--- src/design/tc_defines.svh ---
`ifndef TC_DEFINES_SVH
`define TC_DEFINES_SVH

// data path width of one lane
`define TC_XLEN         32

// lanes served by the octet
`define TC_LANES        8

// warps sharing the octet, and the width of a warp id
`define TC_NUM_WARPS    2
`define TC_WID_W        1

// destination register index width
`define TC_RD_W         5

// per-warp metadata entries, enough for two pairs in flight per warp
`define TC_META_DEPTH   4

// result tiles that can wait for writeback
`define TC_OUTBUF_DEPTH 2

// dot unit pipeline depth in cycles, must be at least 2
`define TC_DPU_LATENCY  3

`endif

--- src/design/tc_pkg.sv ---
`include "tc_defines.svh"

package tc_pkg;

    // a single lane word
    typedef logic [`TC_XLEN-1:0] word_t;

    // one word per lane, lane 0 in the low bits
    typedef logic [`TC_LANES*`TC_XLEN-1:0] lanes_t;

    // four words of an operand half
    typedef logic [4*`TC_XLEN-1:0] half_t;

    // 4x4 tile stored row-major, element [r][c] is word 4r+c
    typedef logic [16*`TC_XLEN-1:0] tile_t;

    typedef logic [`TC_WID_W-1:0] wid_t;

    typedef logic [`TC_RD_W-1:0] rd_t;

    // bit 0 picks the A lane group, bit 1 picks the B half
    typedef logic [1:0] step_t;

    // which pair of D columns is on the commit bus
    typedef enum logic {
        HALF_LO = 1'b0,
        HALF_HI = 1'b1
    } commit_half_e;

endpackage

--- src/design/tc_operand_stager.sv ---
`timescale 1ns/1ps
`include "tc_defines.svh"

module tc_operand_stager import tc_pkg::*; (
    input  logic   clk,
    input  logic   reset,

    input  logic   in_valid,
    input  wid_t   in_wid,
    input  step_t  in_step,
    input  logic   in_last,
    input  lanes_t in_a,
    input  lanes_t in_b,
    input  lanes_t in_c,
    output logic   stage_ready,

    output logic   issue_valid,
    output wid_t   issue_wid,
    output lanes_t issue_a,
    output lanes_t issue_b,
    output tile_t  issue_c,
    input  logic   issue_ready
);
    localparam int W = `TC_XLEN;

    // operands of the first instruction of a pair, kept per warp
    half_t  buf_a [`TC_NUM_WARPS];
    half_t  buf_b [`TC_NUM_WARPS];
    lanes_t buf_c [`TC_NUM_WARPS];

    // set while a warp has a first half waiting for its partner
    logic [`TC_NUM_WARPS-1:0] held;

    half_t  cur_a;
    half_t  cur_b;
    half_t  use_a;
    half_t  use_b;
    lanes_t use_c;

    logic store_first;
    logic fire_second;

    // a first instruction only writes the buffers, so it never waits
    assign stage_ready = in_last ? issue_ready : 1'b1;
    assign store_first = in_valid && !in_last;
    assign fire_second = issue_valid && issue_ready;

    assign issue_valid = in_valid && in_last;
    assign issue_wid   = in_wid;

    always_comb begin
        // A comes from the two 2x2 lane groups of the selected column pair
        if (in_step[0]) begin
            cur_a = {in_a[7*W +: W], in_a[6*W +: W], in_a[3*W +: W], in_a[2*W +: W]};
        end else begin
            cur_a = {in_a[5*W +: W], in_a[4*W +: W], in_a[1*W +: W], in_a[0*W +: W]};
        end

        // B is shared by both thread groups, one half of the lanes per step
        cur_b = in_step[1] ? in_b[4*W +: 4*W] : in_b[0 +: 4*W];
    end

    // a warp without a stored first half contributes zeros
    assign use_a = held[in_wid] ? buf_a[in_wid] : '0;
    assign use_b = held[in_wid] ? buf_b[in_wid] : '0;
    assign use_c = held[in_wid] ? buf_c[in_wid] : '0;

    always_comb begin
        int e;

        // A tile is 4x2, word 2r+k, k=0 from the buffer and k=1 current
        for (int r = 0; r < 4; r++) begin
            issue_a[(2*r)*W +: W]   = use_a[r*W +: W];
            issue_a[(2*r+1)*W +: W] = cur_a[r*W +: W];
        end

        // B tile is 2x4 with the buffered row as row 0
        issue_b = {cur_b, use_b};

        // C rows interleave buffered and current lanes, rows 2 and 3
        // come from the upper thread group
        for (int r = 0; r < 4; r++) begin
            e = (r < 2) ? r : r + 2;
            issue_c[(4*r+0)*W +: W] = use_c[e*W +: W];
            issue_c[(4*r+1)*W +: W] = in_c[e*W +: W];
            issue_c[(4*r+2)*W +: W] = use_c[(e+2)*W +: W];
            issue_c[(4*r+3)*W +: W] = in_c[(e+2)*W +: W];
        end
    end

    always_ff @(posedge clk) begin
        if (store_first) begin
            buf_a[in_wid] <= cur_a;
            buf_b[in_wid] <= cur_b;
            buf_c[in_wid] <= in_c;
        end
    end

    always_ff @(posedge clk) begin
        if (reset) begin
            held <= '0;
        end else begin
            if (store_first) begin
                held[in_wid] <= 1'b1;
            end else if (fire_second) begin
                held[in_wid] <= 1'b0;
            end
        end
    end

endmodule

--- config.mk ---
export PLATFORM = sky130hd
export DESIGN_NAME = tc_operand_stager
export DESIGN_NICKNAME = d
export VERILOG_FILES = /design/src/design/tc_pkg.sv /design/src/design/tc_operand_stager.sv
export VERILOG_INCLUDE_DIRS = /design/src /design/src/design
export SDC_FILE = /design/constraint.sdc
export NUM_CORES = 1
export LEC_CHECK = 0
export ABC_AREA = 1
export BUFFER_PORTS_ARGS = -buffer_cell sky130_fd_sc_hd__buf_2
export CAP_MARGIN = 10
export CORE_AREA = 2 2 692 694
export CTS_BUF_LIST = sky130_fd_sc_hd__clkbuf_4
export CTS_CLUSTER_DIAMETER = 30
export DETAILED_ROUTE_END_ITERATION = 12
export DIE_AREA = 0 0 694 696
export PLACE_DENSITY = 0.3
export SYNTH_ARGS = -nofsm -noshare
export SYNTH_HDL_FRONTEND = slang
export SYNTH_SLANG_ARGS = --single-unit
export TNS_END_PERCENT = 5
--- constraint.sdc ---
create_clock -name clk -period 39.9 [get_ports clk]
set_input_delay 7.98 -clock clk [delete_from_list [all_inputs] [get_ports clk]]
set_output_delay 7.98 -clock clk [all_outputs]
set_load 0.01 [all_outputs]
# --- Word level (Yosys, flattened, before mapping) ---
# Memory sizes are Yosys's and may differ from the RTL's.
# Index checks and enable logic that the tools add are counted.
totals:
  register_bits: 2
  mem_bits_rw: 1024
  inputBits: 776
  out_inout_bits: 1027
  wordCells: 29
  n_memories: 3
memory_table:
  columns: ["name", "words", "width", "rd", "rd_ports_with_merged_regs", "write_ports", "line_no", "rtl"]
  rows:
  - ["buf_c", 2, 256, 1, 0, 1, "tc_operand_stager.sv:29", "lanes_t buf_c [`TC_NUM_WARPS];"]
  - ["buf_a", 2, 128, 1, 0, 1, "tc_operand_stager.sv:27", "half_t buf_a [`TC_NUM_WARPS];"]
  - ["buf_b", 2, 128, 1, 0, 1, "tc_operand_stager.sv:28", "half_t buf_b [`TC_NUM_WARPS];"]
classes:
  n_lt_le_gt_ge: 2
  mux: 14
  bitwise: 3
  n_reduce_logical: 6
ops:
  columns: ["operator", "count"]
  rows:
  - ["128-bit two-way mux", 4]
  - ["256-bit two-way mux", 1]
  - ["1-bit two-way mux", 6]
  - ["1-bit logical AND", 4]
  - ["2-bit two-way mux", 2]
  - ["2-bit bitwise AND", 1]
  - ["1-bit by 2-bit < comparator with 1-bit output (second input constant)", 1]
  - ["2-bit inverter", 1]
  - ["2-bit OR", 1]
  - ["2-bit nonzero test", 1]
  - ["1-bit demux with 1-bit select", 1]
  - ["1-bit greater-or-equal comparator (second input constant)", 1]
  - ["1-bit logical NOT", 1]

# --- Depth between registers and ports, before layout ---
depth:
  ltp_word: 8
  ltp_mapped: 8
  ltp_nobuf: 5

# --- Worst setup path before layout ---
# No wires, ideal clock.
synth_timing:
  path_type: "input -> register"
  from: "in in_wid"
  to: "mem buf_a[0][0] (netlist name), enable pin"
  setup_time_ns: 0.861
  t_arrival_ns: 18.330
  t_required_ns: 39.039
  path_slack_ns: 20.709
  path_stages: 5
  n_path_buf: 2
  path_cell_list: "inv_1 buf_4 buf_2 nand2_1 inv_1"
synth_rtl:
  columns: ["item", "line_no", "rtl"]
  rows:
  - ["from (decl)", "tc_operand_stager.sv:9", "input wid_t in_wid,"]
  - ["to (decl)", "tc_operand_stager.sv:27", null]
# No word-level cell before the write port.

# --- Final worst setup path ---
layout_timing:
  from: "in in_wid"
  to: "out issue_b[120]"
layout_between:
  elab_chain_cells: 3
  word_cells_on_any_way: 4
  classes_between: "mux (3); memory (1)"
layout_rtl:
  columns: ["item", "line_no", "rtl"]
  rows:
  - ["1-bit two-way mux (implied by the code) (2 in a row)", "tc_operand_stager.sv:65", "assign use_b = held[in_wid] ? buf_b[in_wid] : '0;"]
  - ["128-bit two-way mux *", "tc_operand_stager.sv:65", null]
  - ["to (decl)", "tc_operand_stager.sv:20", "output lanes_t issue_b,"]
# Every way passes the cells marked *; elsewhere a longest branch is shown, timed or not. The select of a mux whose other input is x is not followed.

==> out/metrics.yaml <==
die_area_um2: 483000
nFillCells: 54700
grt_util_all_layers_pct: 12.4
ff_latch_area_um2: 30800
synth-simple-area-share_pct: 16.7
preCtsSetupSlack_ns: 18.77
pwr-share-clk_pct: 40.1
routabilityCongestion: 0.961
hpwl_um: 260000
core_um2: 476000
seq_area_frac_synth_pct: 66.5
required_ns: 31.92
grt_start_max_net_pins: 129
drive_above_1_share_pct: 41.5
internal_power_mw: 1.91
vias: 38600
pwr-share-seq_pct: 46.2
power.density_nw_per_um2: 42.1
ys_types: 12
critPathMaxFanout: 106
setup_ws_ns: 19.02
rsz0062_at_grt: "no"
layout_min_cycle_time_ns: 20.88
final_util_pct: 13.6
antenna_found_initial: 167
drv_slew: 0
pin_count: 1803
syn_to_final_growth_pct: 40.4
synth_compound_area_share_pct: 0.0216
cts_buffers: 348
cts_root_buf: "clkbuf_4"
die_y_um: 696
p_leak_nw: 31.0
slew_headroom_pct: 30.3
startpoint_type: "input pin"
fin_skew_ns: 0
r2r_cells: 2
cts_resized: 0
synth.avg_cell_area_um2: 10.7
rows: 254
clock_path_buffers: 4
start_util_pct: 9.72
antenna_left: 0
path_class: "in2out"
synthTopCellsByArea: "edfxtp_1, nand2_1, mux2_2"
grt_pass1_wl_um: 391000
drc: 0
fmax_mhz: 47.9
syn-cell-area_um2: 46300
setup-tns-final_ns: 0
clk-insertion-delay-late_ns: 1.44
synth_mux_area_share_pct: 6.23
ys_seq_elements: 1026
drv_cap: 0
io_buffer_count: 1802
vias_per_cell: 3.05
wl_per_cell_um: 25.0
synthesis.nets: 5093
netSwitchingFraction_pct: 30.2
rrSetupSlack_ns: 39.16
status: "finished clean"
postCtsHoldBufs: 0
synth_top_area_cell: "edfxtp_1"
hold_path_class: "reg2reg"
hold_viol: 0
multiInputGateArea_um2: 10600
layout_worst_path_cycle_share_pct: 52.3
holdPathStages: 2
worst_pin_slew_ns: 1.05
syn_inst: 4317
cts.sinks: 1026
drtIter0Drc: 2532
ys_warn_count: 0
grt_pass1_vias: 38100
cts_tree: "done"
htree_levels: 5
numPlacedInstances: 12000
endpoint_kind: "primary output"
die_w_um: 694
synth-xor-area-share_pct: 0
drt-pass1-iter-count: 5
synth-adder-area-share_pct: 0
clkTransAtPathRegs_ns: 0.07
yosysTopAreaCellShare_pct: 66.4
grt.overflow.total: 0
nNetsFinal: 6834
final_cells: 12600
ir_worst_vdd_mv: 0.0224
synth_top_family_by_area: "simple AND/OR/NAND/NOR gates"
switching_power_mw: 0.827
wl_um: 316000
cp_data_arrival_time_ns: 12.90
cts_setup_buffers: 0
pwr-share-comb_pct: 13.7
setup_viol: 0
==> state kept, by name, indices dropped and copies added (netlist names), named ones only <==
register and flops:
buf_a 256, buf_b 256, buf_c 512
==> area by class of cell <==
cell class / instances / area share [%]
multi-input combinational: 2318 / 16.4
sequential: 1026 / 47.4
clock buffer: 453 / 5.23
clock inverter: 141 / 1.25
timing repair buffer: 1846 / 14.4
tap: 6272 / 12.1
antenna: 54 / 0.208
inverter: 518 / 3.03
==> worst max-delay path by stage <==
stage / start / slack (ns) / cells past startpoint / to
3_3_place_gp: in_wid / 18.78 / 12 / issue_b[115]
5_1_grt: in_wid / 18.56 / 12 / issue_c[8]
6_report: in_wid / 19.02 / 12 / issue_b[120]
3_5_place_dp: in_wid / 18.77 / 12 / issue_b[51]
2_1_floorplan: in_wid / 20.71 / 5 / buf_a[0][0]$_DFFE_PP_
4_1_cts: in_wid / 18.73 / 12 / issue_b[51]
==> kinds of logic (layout without fill, tap and decap cells) <==
| family | Yosys count | count (layout) |
|---|---|---|
| multiplexers | 256 | 256 |
| AND/OR/NAND/NOR | 2060 | 2060 |
| other | 0 | 54 |
| AO/OA/AOI/OAI | 2 | 2 |
| flip-flops | 1026 | 1026 |
| buffers and inverters | 973 | 2958 |
==> cells in the final DEF (no fill, tap or decap), types with 3 or more instances in the layout <==
cell type and n:
clkbuf_4 453, buf_2 1799, mux2_2 256, edfxtp_1 1024, inv_8 8, clkinv_2 31
inv_1 515, clkinv_4 3, nand2_1 2056, clkinv_1 82, clkinv_8 3, inv_6 8
buf_4 43, bufinv_16 3, diode_2 54
==> per-layer routing <==
metal / up-vias / global-route usage, % / wire (um)
met1: 18800 / 14.6 / 128000
met2: 1864 / 20.2 / 147000
li1: 17200 / - / -
met5: - / 0 / 563
met3: 594 / 5.54 / 31900
met4: 84 / 3.59 / 9420
==> per-stage QoR <==
step / total power [mW] / hold slack (ns) / cell area [um2]
final: 2.74 / 0.563 / 65000
after global routing: 2.89 / 0.605 / 64900
after CTS: 2.82 / 0.550 / 64800
after detailed placement: 1.68 / 0.538 / 60600
after global placement: 1.68 / 0.536 / 60600
after floorplan: 1.46 / 0.433 / 46300
==> critical path, cell delays in order <==
cell and delay (ns):
buf_8 0.20, inv_8 0.50, buf_4 0.76, buf_4 0.79
buf_4 0.61, buf_4 0.52, buf_4 0.62, nand2_1 0.12
nand2_1 0.11, nand2_1 0.06, inv_1 0.09, buf_2 0.13
==> synth_stat cells <==
cell / count
nand2_1: 2057
edfxtp_1: 1024
inv_1: 518
buf_4: 264
mux2_2: 256
buf_2: 185
clkbuf_1: 5
a21oi_1: 2
dfxtp_1: 2
nand3_1: 2
buf_1: 1
nor2_1: 1
==> power groups by stage <==
stage / Combinational (mW) / Clock, mW / Sequential (mW)
4_1_cts: 0.396 / 1.16 / 1.26
3_5_place_dp: 0.394 / 0 / 1.29
6_report: 0.376 / 1.10 / 1.26
5_1_grt: 0.409 / 1.22 / 1.27
3_3_place_gp: 0.394 / 0 / 1.29
2_1_floorplan: 0.159 / 0 / 1.30
No activity file was read; power rests on OpenSTA's default activity.
